**config.mk**
```make
export PLATFORM = sky130hd
export DESIGN_NAME = trace_reorder_top
export DESIGN_NICKNAME = d
export VERILOG_FILES = /design/src/design/trace_pkg.sv /design/src/design/trace_slot.sv /design/src/design/trace_inserter.sv /design/src/design/trace_emitter.sv /design/src/design/trace_reorder_top.sv
export SDC_FILE = /design/constraint.sdc
export NUM_CORES = 1
export LEC_CHECK = 0
export CAP_MARGIN = 20
export CORE_MARGIN = 5
export CORE_UTILIZATION = 55
export CTS_CLUSTER_DIAMETER = 80
export DETAILED_ROUTE_END_ITERATION = 10
export DONT_BUFFER_PORTS = 1
export GPL_TIMING_DRIVEN = 0
export PLACE_DENSITY = 0.7
export SYNTH_ARGS = -nofsm -noshare
export SYNTH_HDL_FRONTEND = slang
export SYNTH_HIERARCHICAL = 1
export SYNTH_SLANG_ARGS = --single-unit
```
**constraint.sdc**
```tcl
create_clock -name clk -period 5.1 [get_ports clk]
set_clock_uncertainty 0.05 [all_clocks]
set_input_delay 0.51 -clock clk [delete_from_list [all_inputs] [get_ports clk]]
set_output_delay 0.51 -clock clk [all_outputs]
set_load 0.02 [all_outputs]
```
**src/design/trace_pkg.sv**
```systemverilog
////////////////////////////////////////////////////////////////////////////
// Shared types and constants for the retirement trace block: data widths,
// event and pipeline encodings, reorder queue geometry and emitter sizing
////////////////////////////////////////////////////////////////////////////

`default_nettype none

package trace_pkg;

    typedef logic [31:0] scalar_t;
    typedef logic [1:0] thread_idx_t;
    typedef logic [4:0] reg_idx_t;
    typedef logic [7:0] drop_count_t;
    typedef logic [7:0] trace_adr_t;

    typedef enum logic [1:0] {
        PIPE_MULTI,
        PIPE_MEM,
        PIPE_INT
    } pipe_sel_t;

    typedef enum logic [2:0] {
        EVENT_INVALID = 3'd0,
        EVENT_WRITEBACK,
        EVENT_STORE,
        EVENT_INTERRUPT
    } trace_event_type_t;

    // Entry slots are chosen so every path reaches the head at the same delay
    localparam int TRACE_QUEUE_LEN = 7;
    localparam int SLOT_MULTI = 0;
    localparam int SLOT_MEM = 3;
    localparam int SLOT_INT = 4;
    localparam int SLOT_EARLY = 5;

    // Store addresses are reported at cache line granularity
    localparam int LINE_OFFSET_WIDTH = 6;

    localparam int EMIT_FIFO_DEPTH = 4;
    localparam int EMIT_PTR_WIDTH = $clog2(EMIT_FIFO_DEPTH);
    typedef logic [EMIT_PTR_WIDTH-1:0] emit_ptr_t;

    // Register field of the third beat of a store record
    localparam reg_idx_t STORE_DATA_REG = 5'd31;

endpackage

`default_nettype wire

```
**src/design/trace_slot.sv**
```systemverilog
////////////////////////////////////////////////////////////////////////////
// One slot of the fixed-position reorder queue
////////////////////////////////////////////////////////////////////////////

`default_nettype none

module trace_slot (
    input wire clk,
    input wire reset,
    input wire load,
    input wire cancel,

    input wire trace_pkg::trace_event_type_t ins_type,
    input wire trace_pkg::scalar_t ins_pc,
    input wire trace_pkg::thread_idx_t ins_thread,
    input wire trace_pkg::reg_idx_t ins_reg,
    input wire trace_pkg::scalar_t ins_value,
    input wire trace_pkg::scalar_t ins_addr,

    input wire trace_pkg::trace_event_type_t next_type,
    input wire trace_pkg::scalar_t next_pc,
    input wire trace_pkg::thread_idx_t next_thread,
    input wire trace_pkg::reg_idx_t next_reg,
    input wire trace_pkg::scalar_t next_value,
    input wire trace_pkg::scalar_t next_addr,

    output trace_pkg::trace_event_type_t slot_type,
    output trace_pkg::scalar_t slot_pc,
    output trace_pkg::thread_idx_t slot_thread,
    output trace_pkg::reg_idx_t slot_reg,
    output trace_pkg::scalar_t slot_value,
    output trace_pkg::scalar_t slot_addr
);

    // The type field alone marks the slot as occupied
    always_ff @(posedge clk or posedge reset)
    begin
        if (reset)
            slot_type <= trace_pkg::EVENT_INVALID;
        else if (cancel)
            slot_type <= trace_pkg::EVENT_INVALID;
        else if (load)
            slot_type <= ins_type;
        else
            slot_type <= next_type;
    end

    // Payload follows the same source as the type, its value is ignored when invalid
    always_ff @(posedge clk)
    begin
        if (load)
        begin
            slot_pc <= ins_pc;
            slot_thread <= ins_thread;
            slot_reg <= ins_reg;
            slot_value <= ins_value;
            slot_addr <= ins_addr;
        end
        else
        begin
            slot_pc <= next_pc;
            slot_thread <= next_thread;
            slot_reg <= next_reg;
            slot_value <= next_value;
            slot_addr <= next_addr;
        end
    end

endmodule

`default_nettype wire

```
**src/design/trace_inserter.sv**
```systemverilog
////////////////////////////////////////////////////////////////////////////
// Reorder queue inserter: routes writebacks, stores and interrupts to
// their entry slots and turns a rollback into the slot cancel strobe
////////////////////////////////////////////////////////////////////////////

`default_nettype none

module trace_inserter (
    input wire clk,
    input wire reset,

    input wire wb_en,
    input wire trace_pkg::pipe_sel_t wb_pipe,
    input wire trace_pkg::thread_idx_t wb_thread,
    input wire trace_pkg::reg_idx_t wb_reg,
    input wire trace_pkg::scalar_t wb_pc,
    input wire trace_pkg::scalar_t wb_value,

    input wire store_en,
    input wire trace_pkg::scalar_t store_pc,
    input wire trace_pkg::thread_idx_t store_thread,
    input wire trace_pkg::scalar_t store_addr,
    input wire trace_pkg::scalar_t store_data,

    input wire irq_en,
    input wire trace_pkg::thread_idx_t irq_thread,
    input wire trace_pkg::scalar_t irq_pc,

    input wire cancel_en,

    output logic [trace_pkg::TRACE_QUEUE_LEN-1:0] slot_load,
    output logic [trace_pkg::TRACE_QUEUE_LEN-1:0] slot_cancel,
    output trace_pkg::trace_event_type_t ins_type,
    output trace_pkg::scalar_t ins_pc,
    output trace_pkg::thread_idx_t ins_thread,
    output trace_pkg::reg_idx_t ins_reg,
    output trace_pkg::scalar_t ins_value,
    output trace_pkg::scalar_t ins_addr
);

    // Set when a store or interrupt entered the queue on the previous edge
    logic early_pending;

    always_ff @(posedge clk or posedge reset)
    begin
        if (reset)
            early_pending <= 1'b0;
        else
            early_pending <= store_en || irq_en;
    end

    always_comb
    begin
        slot_load = '0;
        slot_cancel = '0;
        ins_type = trace_pkg::EVENT_INVALID;
        ins_pc = '0;
        ins_thread = '0;
        ins_reg = '0;
        ins_value = '0;
        ins_addr = '0;

        if (wb_en)
        begin
            case (wb_pipe)
                trace_pkg::PIPE_INT: slot_load[trace_pkg::SLOT_INT] = 1'b1;
                trace_pkg::PIPE_MEM: slot_load[trace_pkg::SLOT_MEM] = 1'b1;
                default: slot_load[trace_pkg::SLOT_MULTI] = 1'b1;
            endcase
            ins_type = trace_pkg::EVENT_WRITEBACK;
            ins_pc = wb_pc;
            ins_thread = wb_thread;
            ins_reg = wb_reg;
            ins_value = wb_value;
        end

        // The store data rides in the value field for the third beat
        if (store_en)
        begin
            slot_load[trace_pkg::SLOT_EARLY] = 1'b1;
            ins_type = trace_pkg::EVENT_STORE;
            ins_pc = store_pc;
            ins_thread = store_thread;
            ins_reg = '0;
            ins_value = store_data;
            ins_addr = {store_addr[31:trace_pkg::LINE_OFFSET_WIDTH],
                {trace_pkg::LINE_OFFSET_WIDTH{1'b0}}};
        end
        else if (irq_en)
        begin
            slot_load[trace_pkg::SLOT_EARLY] = 1'b1;
            ins_type = trace_pkg::EVENT_INTERRUPT;
            ins_pc = irq_pc;
            ins_thread = irq_thread;
            ins_reg = '0;
            ins_value = '0;
        end

        // A rollback hits the early event just as it moves from slot 5 into slot 4
        slot_cancel[trace_pkg::SLOT_INT] = cancel_en && early_pending;
    end

endmodule

`default_nettype wire

```
**src/design/trace_emitter.sv**
```systemverilog
////////////////////////////////////////////////////////////////////////////
// Trace emitter: buffers head events in a small FIFO, sends each as a
// Wishbone classic record of two or three beats, and counts drops
////////////////////////////////////////////////////////////////////////////

`default_nettype none

module trace_emitter (
    input wire clk,
    input wire reset,

    input wire trace_pkg::trace_event_type_t head_type,
    input wire trace_pkg::scalar_t head_pc,
    input wire trace_pkg::thread_idx_t head_thread,
    input wire trace_pkg::reg_idx_t head_reg,
    input wire trace_pkg::scalar_t head_value,
    input wire trace_pkg::scalar_t head_addr,

    output logic trc_cyc,
    output logic trc_stb,
    output logic trc_we,
    output trace_pkg::trace_adr_t trc_adr,
    output trace_pkg::scalar_t trc_dat,
    input wire trc_ack,

    output trace_pkg::drop_count_t drop_count
);

    typedef enum logic [1:0] {
        IDLE,
        BEAT_PC,
        BEAT_INFO,
        BEAT_DATA
    } emit_state_t;

    trace_pkg::trace_event_type_t fifo_type [trace_pkg::EMIT_FIFO_DEPTH];
    trace_pkg::scalar_t fifo_pc [trace_pkg::EMIT_FIFO_DEPTH];
    trace_pkg::thread_idx_t fifo_thread [trace_pkg::EMIT_FIFO_DEPTH];
    trace_pkg::reg_idx_t fifo_reg [trace_pkg::EMIT_FIFO_DEPTH];
    trace_pkg::scalar_t fifo_value [trace_pkg::EMIT_FIFO_DEPTH];
    trace_pkg::scalar_t fifo_addr [trace_pkg::EMIT_FIFO_DEPTH];

    trace_pkg::emit_ptr_t wr_ptr;
    trace_pkg::emit_ptr_t rd_ptr;
    logic [trace_pkg::EMIT_PTR_WIDTH:0] fifo_count;
    logic head_valid;
    logic fifo_full;
    logic push;
    logic pop;
    emit_state_t state;
    emit_state_t state_nxt;

    assign head_valid = head_type != trace_pkg::EVENT_INVALID;
    assign fifo_full = fifo_count == trace_pkg::EMIT_FIFO_DEPTH;
    assign push = head_valid && !fifo_full;

    // The record is complete on the info beat unless a store data beat follows
    assign pop = trc_ack && ((state == BEAT_DATA)
        || (state == BEAT_INFO && fifo_type[rd_ptr] != trace_pkg::EVENT_STORE));

    always_ff @(posedge clk)
    begin
        if (push)
        begin
            fifo_type[wr_ptr] <= head_type;
            fifo_pc[wr_ptr] <= head_pc;
            fifo_thread[wr_ptr] <= head_thread;
            fifo_reg[wr_ptr] <= head_reg;
            fifo_value[wr_ptr] <= head_value;
            fifo_addr[wr_ptr] <= head_addr;
        end
    end

    always_ff @(posedge clk or posedge reset)
    begin
        if (reset)
        begin
            wr_ptr <= '0;
            rd_ptr <= '0;
            fifo_count <= '0;
            drop_count <= '0;
            state <= IDLE;
        end
        else
        begin
            if (push)
                wr_ptr <= wr_ptr + 1'b1;
            if (pop)
                rd_ptr <= rd_ptr + 1'b1;
            if (push && !pop)
                fifo_count <= fifo_count + 1'b1;
            else if (pop && !push)
                fifo_count <= fifo_count - 1'b1;

            // Saturates so a long stall cannot wrap the count
            if (head_valid && fifo_full && drop_count != '1)
                drop_count <= drop_count + 1'b1;

            state <= state_nxt;
        end
    end

    always_comb
    begin
        state_nxt = state;
        case (state)
            IDLE: if (fifo_count != '0) state_nxt = BEAT_PC;
            BEAT_PC: if (trc_ack) state_nxt = BEAT_INFO;
            BEAT_INFO: if (trc_ack) state_nxt = pop ? IDLE : BEAT_DATA;
            BEAT_DATA: if (trc_ack) state_nxt = IDLE;
            default: state_nxt = IDLE;
        endcase
    end

    // The read entry is stable for the whole record since pushes never land on it
    always_comb
    begin
        trc_cyc = state != IDLE;
        trc_stb = state != IDLE;
        trc_we = 1'b1;
        trc_adr = '0;
        trc_dat = '0;
        case (state)
            BEAT_PC:
            begin
                trc_adr = {2'b00, fifo_type[rd_ptr], fifo_thread[rd_ptr], 1'b0};
                trc_dat = fifo_pc[rd_ptr];
            end
            BEAT_INFO:
            begin
                trc_adr = {2'b00, fifo_reg[rd_ptr], 1'b1};
                if (fifo_type[rd_ptr] == trace_pkg::EVENT_WRITEBACK)
                    trc_dat = fifo_value[rd_ptr];
                else if (fifo_type[rd_ptr] == trace_pkg::EVENT_STORE)
                    trc_dat = fifo_addr[rd_ptr];
            end
            BEAT_DATA:
            begin
                trc_adr = {2'b00, trace_pkg::STORE_DATA_REG, 1'b1};
                trc_dat = fifo_value[rd_ptr];
            end
            default: ;
        endcase
    end

endmodule

`default_nettype wire

```
**src/design/trace_reorder_top.sv**
```systemverilog
////////////////////////////////////////////////////////////////////////////
// Retirement trace top level: inserter, reorder queue slots and the
// Wishbone trace emitter
////////////////////////////////////////////////////////////////////////////

`default_nettype none

module trace_reorder_top (
    input wire clk,
    input wire reset,

    input wire wb_en,
    input wire trace_pkg::pipe_sel_t wb_pipe,
    input wire trace_pkg::thread_idx_t wb_thread,
    input wire trace_pkg::reg_idx_t wb_reg,
    input wire trace_pkg::scalar_t wb_pc,
    input wire trace_pkg::scalar_t wb_value,

    input wire store_en,
    input wire trace_pkg::scalar_t store_pc,
    input wire trace_pkg::thread_idx_t store_thread,
    input wire trace_pkg::scalar_t store_addr,
    input wire trace_pkg::scalar_t store_data,

    input wire irq_en,
    input wire trace_pkg::thread_idx_t irq_thread,
    input wire trace_pkg::scalar_t irq_pc,

    input wire cancel_en,

    output logic trc_cyc,
    output logic trc_stb,
    output logic trc_we,
    output trace_pkg::trace_adr_t trc_adr,
    output trace_pkg::scalar_t trc_dat,
    input wire trc_ack,

    output trace_pkg::drop_count_t drop_count
);

    logic [trace_pkg::TRACE_QUEUE_LEN-1:0] slot_load;
    logic [trace_pkg::TRACE_QUEUE_LEN-1:0] slot_cancel;
    trace_pkg::trace_event_type_t ins_type;
    trace_pkg::scalar_t ins_pc;
    trace_pkg::thread_idx_t ins_thread;
    trace_pkg::reg_idx_t ins_reg;
    trace_pkg::scalar_t ins_value;
    trace_pkg::scalar_t ins_addr;

    // Entry TRACE_QUEUE_LEN is the constant invalid event feeding the top slot
    trace_pkg::trace_event_type_t q_type [trace_pkg::TRACE_QUEUE_LEN+1];
    trace_pkg::scalar_t q_pc [trace_pkg::TRACE_QUEUE_LEN+1];
    trace_pkg::thread_idx_t q_thread [trace_pkg::TRACE_QUEUE_LEN+1];
    trace_pkg::reg_idx_t q_reg [trace_pkg::TRACE_QUEUE_LEN+1];
    trace_pkg::scalar_t q_value [trace_pkg::TRACE_QUEUE_LEN+1];
    trace_pkg::scalar_t q_addr [trace_pkg::TRACE_QUEUE_LEN+1];

    assign q_type[trace_pkg::TRACE_QUEUE_LEN] = trace_pkg::EVENT_INVALID;
    assign q_pc[trace_pkg::TRACE_QUEUE_LEN] = '0;
    assign q_thread[trace_pkg::TRACE_QUEUE_LEN] = '0;
    assign q_reg[trace_pkg::TRACE_QUEUE_LEN] = '0;
    assign q_value[trace_pkg::TRACE_QUEUE_LEN] = '0;
    assign q_addr[trace_pkg::TRACE_QUEUE_LEN] = '0;

    trace_inserter inserter_i (
        .clk(clk), .reset(reset),
        .wb_en(wb_en), .wb_pipe(wb_pipe), .wb_thread(wb_thread),
        .wb_reg(wb_reg), .wb_pc(wb_pc), .wb_value(wb_value),
        .store_en(store_en), .store_pc(store_pc), .store_thread(store_thread),
        .store_addr(store_addr), .store_data(store_data),
        .irq_en(irq_en), .irq_thread(irq_thread), .irq_pc(irq_pc),
        .cancel_en(cancel_en),
        .slot_load(slot_load), .slot_cancel(slot_cancel),
        .ins_type(ins_type), .ins_pc(ins_pc), .ins_thread(ins_thread),
        .ins_reg(ins_reg), .ins_value(ins_value), .ins_addr(ins_addr)
    );

    for (genvar i = 0; i < trace_pkg::TRACE_QUEUE_LEN; i++)
    begin : slot_gen
        trace_slot slot_i (
            .clk(clk), .reset(reset),
            .load(slot_load[i]), .cancel(slot_cancel[i]),
            .ins_type(ins_type), .ins_pc(ins_pc), .ins_thread(ins_thread),
            .ins_reg(ins_reg), .ins_value(ins_value), .ins_addr(ins_addr),
            .next_type(q_type[i+1]), .next_pc(q_pc[i+1]), .next_thread(q_thread[i+1]),
            .next_reg(q_reg[i+1]), .next_value(q_value[i+1]), .next_addr(q_addr[i+1]),
            .slot_type(q_type[i]), .slot_pc(q_pc[i]), .slot_thread(q_thread[i]),
            .slot_reg(q_reg[i]), .slot_value(q_value[i]), .slot_addr(q_addr[i])
        );
    end

    trace_emitter emitter_i (
        .clk(clk), .reset(reset),
        .head_type(q_type[0]), .head_pc(q_pc[0]), .head_thread(q_thread[0]),
        .head_reg(q_reg[0]), .head_value(q_value[0]), .head_addr(q_addr[0]),
        .trc_cyc(trc_cyc), .trc_stb(trc_stb), .trc_we(trc_we),
        .trc_adr(trc_adr), .trc_dat(trc_dat), .trc_ack(trc_ack),
        .drop_count(drop_count)
    );

endmodule

`default_nettype wire

```
# Yosys cells after proc, flatten, opt, wreduce, memory -nomap -nowiden
# Memory sizes are Yosys's and may differ from the RTL's.
# Cells that the tools add are included.
totals:
  elab_cells: 144
  output_inout_bits: 51
  in_bits: 212
  memories: 6
  mem_bits_rw: 424
  reg_bits: 654
memory_table:
  columns: ["name", "depth", "word_bits", "rd", "rd_clocked_by_memory_dff", "wr", "line_no", "source"]
  rows:
  - ["emitter_i.fifo_addr", 4, 32, 1, 0, 1, "trace_emitter.sv:41", "trace_pkg::scalar_t fifo_addr [trace_pkg::EMIT_FIFO_DEPTH];"]
  - ["emitter_i.fifo_pc", 4, 32, 1, 0, 1, "trace_emitter.sv:37", "trace_pkg::scalar_t fifo_pc [trace_pkg::EMIT_FIFO_DEPTH];"]
  - ["emitter_i.fifo_value", 4, 32, 1, 0, 1, "trace_emitter.sv:40", "trace_pkg::scalar_t fifo_value [trace_pkg::EMIT_FIFO_DEPTH];"]
  - ["emitter_i.fifo_reg", 4, 5, 1, 0, 1, "trace_emitter.sv:39", "trace_pkg::reg_idx_t fifo_reg [trace_pkg::EMIT_FIFO_DEPTH];"]
  - ["emitter_i.fifo_type", 4, 3, 1, 0, 1, "trace_emitter.sv:36", "trace_pkg::trace_event_type_t fifo_type [trace_pkg::EMIT_FIFO_DEPTH];"]
  - ["emitter_i.fifo_thread", 4, 2, 1, 0, 1, "trace_emitter.sv:38", "trace_pkg::thread_idx_t fifo_thread [trace_pkg::EMIT_FIFO_DEPTH];"]
op_classes:
  reduce_logical: 20
  n_eq_ne: 14
  n_mux: 57
  addsub: 5
ops:
  columns: ["op", "count"]
  rows:
  - ["2-to-1 mux 32 bit", 18]
  - ["one-hot mux 32 bit (3 select lines)", 1]
  - ["2-to-1 mux 5 bit", 6]
  - ["2-to-1 mux 2 bit", 13]
  - ["2-to-1 mux 3 bit", 8]
  - ["one-hot mux 6 bit (3 select lines)", 1]
  - ["2-to-1 mux 1 bit", 9]
  - ["adder 8 x 1 -> 8 bit (second input constant)", 1]
  - ["logical AND 1 bit", 8]
  - ["!= test 8 bit (second input constant)", 1]
  - ["one-hot mux 2 bit (4 select lines)", 1]
  - ["== test 2 bit (second input constant)", 3]
  - ["!= test 2 bit (second input constant)", 3]
  - ["nonzero test 3 bit", 2]
  - ["adder 2 x 1 -> 2 bit (second input constant)", 2]
  - ["== test 2 x 1 -> 1 bit (second input constant)", 2]
  - ["AND reduction 4 bit", 1]
  - ["nonzero test 2 bit", 2]
  - ["adder 3 x 1 -> 3 bit (second input constant)", 1]
  - ["== test 3 x 1 -> 1 bit (second input constant)", 1]
  - ["== test 3 x 2 -> 1 bit (second input constant)", 1]
  - ["== test 3 bit (second input constant)", 1]
  - ["zero test 1 bit", 3]
  - ["!= test 3 x 2 -> 1 bit (second input constant)", 1]
  - ["5 further kinds", 6]

# Logic depth before layout (Yosys ltp)
# An unclocked memory read counts as a cell.
depth:
  word_depth: 8
  depth_mapped: 11
  mapped_depth_nobuf: 10

# Modules after synthesis
# Netlist, hierarchy kept.
modules_own_cells:
  columns: ["module", "n_inst", "seq_area_each_um2", "cells_per_inst", "area_each_um2"]
  rows:
  - ["trace_slot", 7, 2137.0, 228, 3582.2]
  - ["trace_emitter", 1, 13157.6, 796, 17146.4]
  - ["trace_inserter", 1, 25.0, 329, 1944.4]
  - ["trace_reorder_top", 1, 0.0, 1, 3.8]

# Least setup slack after synthesis
# No wires, ideal clock.
synth_timing:
  path_type: "reg2reg"
  from: "register emitter_i/fifo_count[2] (netlist name)"
  to: "memory emitter_i/fifo_addr[0][0] (netlist name) (enable)"
  n_path_buf: 0
  arrival_ns: 3.336
  path_slack_ns: 1.237
  path_stages_with_launch: 4
  period_less_slack_ns: 3.863
  setup_time_ns: 0.477
  cell_sequence: "dfrtp_1 nor3b_1 nor2_1 and2_1"
synth_between:
  elab_chain_cells: 5
synth_rtl:
  columns: ["element", "line_no", "source"]
  rows:
  - ["from (decl)", "trace_emitter.sv:45", "logic [trace_pkg::EMIT_PTR_WIDTH:0] fifo_count;"]
  - ["from (signal assigned)", "trace_emitter.sv:91", "fifo_count <= fifo_count + 1'b1;"]
  - ["from (signal assigned)", "trace_emitter.sv:93", "fifo_count <= fifo_count - 1'b1;"]
  - ["== test 3 bit", "trace_emitter.sv:54", "assign fifo_full = fifo_count == trace_pkg::EMIT_FIFO_DEPTH;"]
  - ["zero test 1 bit", "trace_emitter.sv:55", "assign push = head_valid && !fifo_full;"]
  - ["logical AND 1 bit", "trace_emitter.sv:55", null]
  - ["via emitter_i.push", "trace_emitter.sv:48", "logic push;"]
  - ["2-to-1 mux 1 bit", "trace_emitter.sv:63", "if (push)"]
  - ["2-to-1 mux 1 bit (not written as such)", "trace_emitter.sv:70", "fifo_addr[wr_ptr] <= head_addr;"]
  - ["to (decl)", "trace_emitter.sv:41", null]
# The timed path passes the listed nets, and every way through them passes these cells.

# Final worst setup path
layout_timing:
  from: "register emitter_i.rd_ptr[1]"
  to: "output port trc_dat[4]"
layout_between:
  elab_chain_cells: 5
  elab_cells_between_ends: 9
layout_rtl:
  columns: ["element", "line_no", "source"]
  rows:
  - ["from (decl)", "trace_emitter.sv:44", "trace_pkg::emit_ptr_t rd_ptr;"]
  - ["from (signal assigned)", "trace_emitter.sv:89", "rd_ptr <= rd_ptr + 1'b1;"]
  - ["memory (4 x 3 bit)", null, null]
  - ["== test 3 x 2 -> 1 bit", "trace_emitter.sv:134", "else if (fifo_type[rd_ptr] == trace_pkg::EVENT_STORE)"]
  - ["2-to-1 mux 32 bit", "trace_emitter.sv:134", null]
  - ["2-to-1 mux 32 bit", "trace_emitter.sv:132", "if (fifo_type[rd_ptr] == trace_pkg::EVENT_WRITEBACK)"]
  - ["one-hot mux 32 bit (3 select lines) (*)", "trace_emitter.sv:123", "case (state)"]
  - ["to (decl)", "trace_reorder_top.sv:35", "output trace_pkg::scalar_t trc_dat,"]
# Mark *: on every way between the ends. The rest lies on a longest branch, timed or not.

==> reports/results.tsv <==
stage	metric	value	unit
synthesis	number of synthesized register bits	1184	
synthesis	YS warnings	6	
final_layout	layout cell share with drive strength beyond 1	0.3941	
drt	1st-iter DRT viols	1358	
drt	antenna-violating nets left	0	
global_routing	GRT Total Usage	0.2160	
synthesis	ys flop type	dfxtp_1	
synthesis	cell accounting for the most synthesized area	dfxtp_1	
outcome	status	finished, final reports clean	
drt	routed vias/inst	5.373	
sta	Slew Viols, Final	0	
synthesis	FFs w/ async S/R, synth	0.03294	
placed_design	RePlAce Congestion	0.8183	
sta	max_slew headroom	0.2257	
global_routing	pin count of the biggest net entering global routing	54	
synthesis	Post-synth EDFFs	424	
final_layout	Layout Nets	3191	
power_and_ir_drop	Pwr per Cell Area	509.9	nW/um2
clock_network	Num CTS Buffers	114	
floorplan	I/O pin total	263	
synthesis	cells after synthesis	2722	
final_layout	Largest regs	slot_gen.slot_i/slot_addr x224, slot_gen.slot_i/slot_pc x224, slot_gen.slot_i/slot_value x224	
floorplan	die height	293.4	um
synthesis	most common cell in the netlist	dfxtp_1	
synthesis	simple-gate area share of the yosys netlist	0.03283	
global_routing	first-pass GRT wire length	141400	um
clock_network	Max clock buf depth	3	
synthesis	Yosys top cell area share	0.3268	
drt	final WL	94130	um
sta	unrepaired setup endpoints after global routing	no	
global_routing	vias in the first global route	23400	
worst_setup_path	CP Launch Type	flip-flop	
clock_network	Post-CTS Setup Bufs	0	
synthesis	sequential-to-total area share from yosys stat	0.6371	
placed_design	detailed placement HPWL	65770	um
final_layout	final core utilization	0.6252	
synthesis	largest family of logic cells by synthesized area	multiplexers	
synthesis	Compound-Gate Fraction of Synth Area	0.02238	
drt	Pre-antenna DRT Iters	6	
synthesis	top post-synthesis cells by count	dfxtp_1 (721), mux2_2 (487), edfxtp_1 (424)	
clock_network	CTS Sinks	1184	
floorplan	Die Wd	293.4	um
clock_network	post-cts sizing count	0	
drt	wire per inst	22.76	um
worst_setup_path	Critical Setup Path Class	reg -> out	
sta	Peak Freq	0.2338	GHz
synthesis	synthesized area per cell	16.23	um2
job	Max Cap Violations	0	
global_routing	grt ovf	0	
clock_network	htree depth	3	
drt	via count	22220	
sta	Final Hold Fails	0	
synthesis	post-synth cell types	47	
floorplan	FP Rows	104	
global_routing	initial antenna violation count	5	
drt	DRC Markers	0	
floorplan	Initial Util	0.5519	
worst_setup_path	CP arrival	3.72	ns
floorplan	die area	86080	um2
sta	period utilization	0.8385	
final_layout	Layout area overhead	13.27	%
floorplan	Core ar.	80030	um2
synthesis	Adder-Cell Fraction of Synth Area	0.002719	
sta	Slew @ Worst Pin	1.149	ns
placed_design	Port Buffers	0	
sta	Final setup viols	0	
worst_setup_path	critical path required time	4.54	ns
synthesis	post-synthesis mux area share	0.2710	
clock_network	Reg clk slew, reported paths	0.06	ns
synthesis	ranking of synthesized cells by area	dfxtp_1 (33%), edfxtp_1 (29%), mux2_2 (12%)	
clock_network	CTS tree	built	
clock_network	count of hold-fix buffers inserted at cts	2	
worst_setup_path	Worst setup EP type	output pin	
clock_network	CTS Root Cell	clkbuf_16	
sta	Final min period	4.277	ns
clock_network	worst skew pair latency	0.67	ns
power_and_ir_drop	leakage	19.71	nW
worst_setup_path	CP max FO	10	
synthesis	XOR/XNOR share of the synthesized area	0.002578	
hold_path	HP Class	in -> reg	
synthesis	Mapped Area	44170	um2
power_and_ir_drop	worst IR drop on VDD	0.0003155	V
sta	worst hold slack	0.04875	ns
## final cells by class
| class | instances | area, um2 |
|---|---|---|
| Clock inverter | 48 | 427.9 |
| Clock buffer | 166 | 3371 |
| Fill cell | 5715 | 30000 |
| Sequential cell | 1184 | 28140 |
| Tap cell | 1060 | 1326 |
| Multi-Input combinational cell | 1453 | 15130 |
| Antenna cell | 7 | 17.52 |
| Timing Repair Buffer | 11 | 247.7 |
| Inverter | 26 | 97.59 |
| Buffer | 180 | 1272 |
## final timing paths
kind	start	to	slack, ns	cells after the start
max in group asynchronous	reset	emitter_i/drop_count[3]$_DFFE_PP0P_	3.79	2
max	emitter_i/rd_ptr[1]$_DFFE_PP0P_	trc_dat[4]	0.82	6
min reg2reg	slot_gen[1].slot_i/slot_pc[4]$_DFF_P_	slot_gen[0].slot_i/slot_pc[4]$_DFF_P_	0.39	1
min	cancel_en	slot_gen[4].slot_i/slot_type[0]$_DFF_PP0_	0.05	2
min in group asynchronous	reset	inserter_i/early_pending$_DFF_PP0_	0.37	2
max reg2reg	emitter_i/rd_ptr[0]$_DFFE_PP0P_	emitter_i/fifo_count[2]$_DFFE_PP0P_	1.88	11
## layout by cell type (no fill, tap or decap), types with 6 or more instances in the layout
cell type	instances
dfxtp_1	721
o22ai_1	9
buf_16	8
mux2_4	259
clkbuf_1	49
clkbuf_8	21
buf_8	9
a22oi_1	31
mux2i_1	21
nand2b_1	32
xnor2_1	7
buf_6	41
nand2_1	63
nor2_1	36
clkbuf_16	119
dfrtp_1	39
ha_1	8
nand3b_1	35
inv_1	25
conb_1	125
a21oi_1	93
nor2b_1	34
clkinv_2	24
buf_4	25
mux2_2	487
mux4_2	106
and2_1	35
xor2_1	6
buf_2	75
diode_2	7
edfxtp_1	424
o21ai_1	34
## power breakdown
group          switching (mW)  leakage, nW  total, mW  internal (mW)
logic                    3.23         7.36       5.56           2.33
clock network            3.47         1.90       8.32           4.85
registers               0.444         10.5       11.6           11.2
## critical path, stage by stage (launching register included)
cell	delay, ns
dfrtp_1	0.32
buf_2	0.19
buf_1	0.54
clkbuf_1	0.72
mux4_2	0.41
a22oi_1	0.09
o22ai_1	0.76
## metal layers
layer	part of all wire	up-vias	routed length (um)	GRT usage
li1	-	10320	-	-
met1	0.40	11090	37300	0.2766
met2	0.49	654	46560	0.3604
met3	0.067	159	6268	0.04444
met4	0.043	0	4002	0.09215
met5	0	-	0	0
## cells by family after synthesis
family	count (synthesis)
other	4
AOI/OAI and AO/OA	176
muxes	873
buffers and inverters	206
and+or+nand+nor	257
DFF	1184
xor gates and xnor gates	13
adders and majority gates	9
## through the flow
step	total power, mW	cell area, um2	cells	setup slack, ns	TNS, ns
finish	25.51	50030	4135	0.8235	0
global route	26.56	50010	4128	0.6698	0
CTS	25.70	50010	4127	0.6124	0
detailed placement	17.34	46190	3911	1.349	0
global placement	17.19	45950	3903	-0.8646	-355.34
floorplan	15.58	44620	2843	1.237	0
Note: power is estimated with default switching activity, not from simulation.
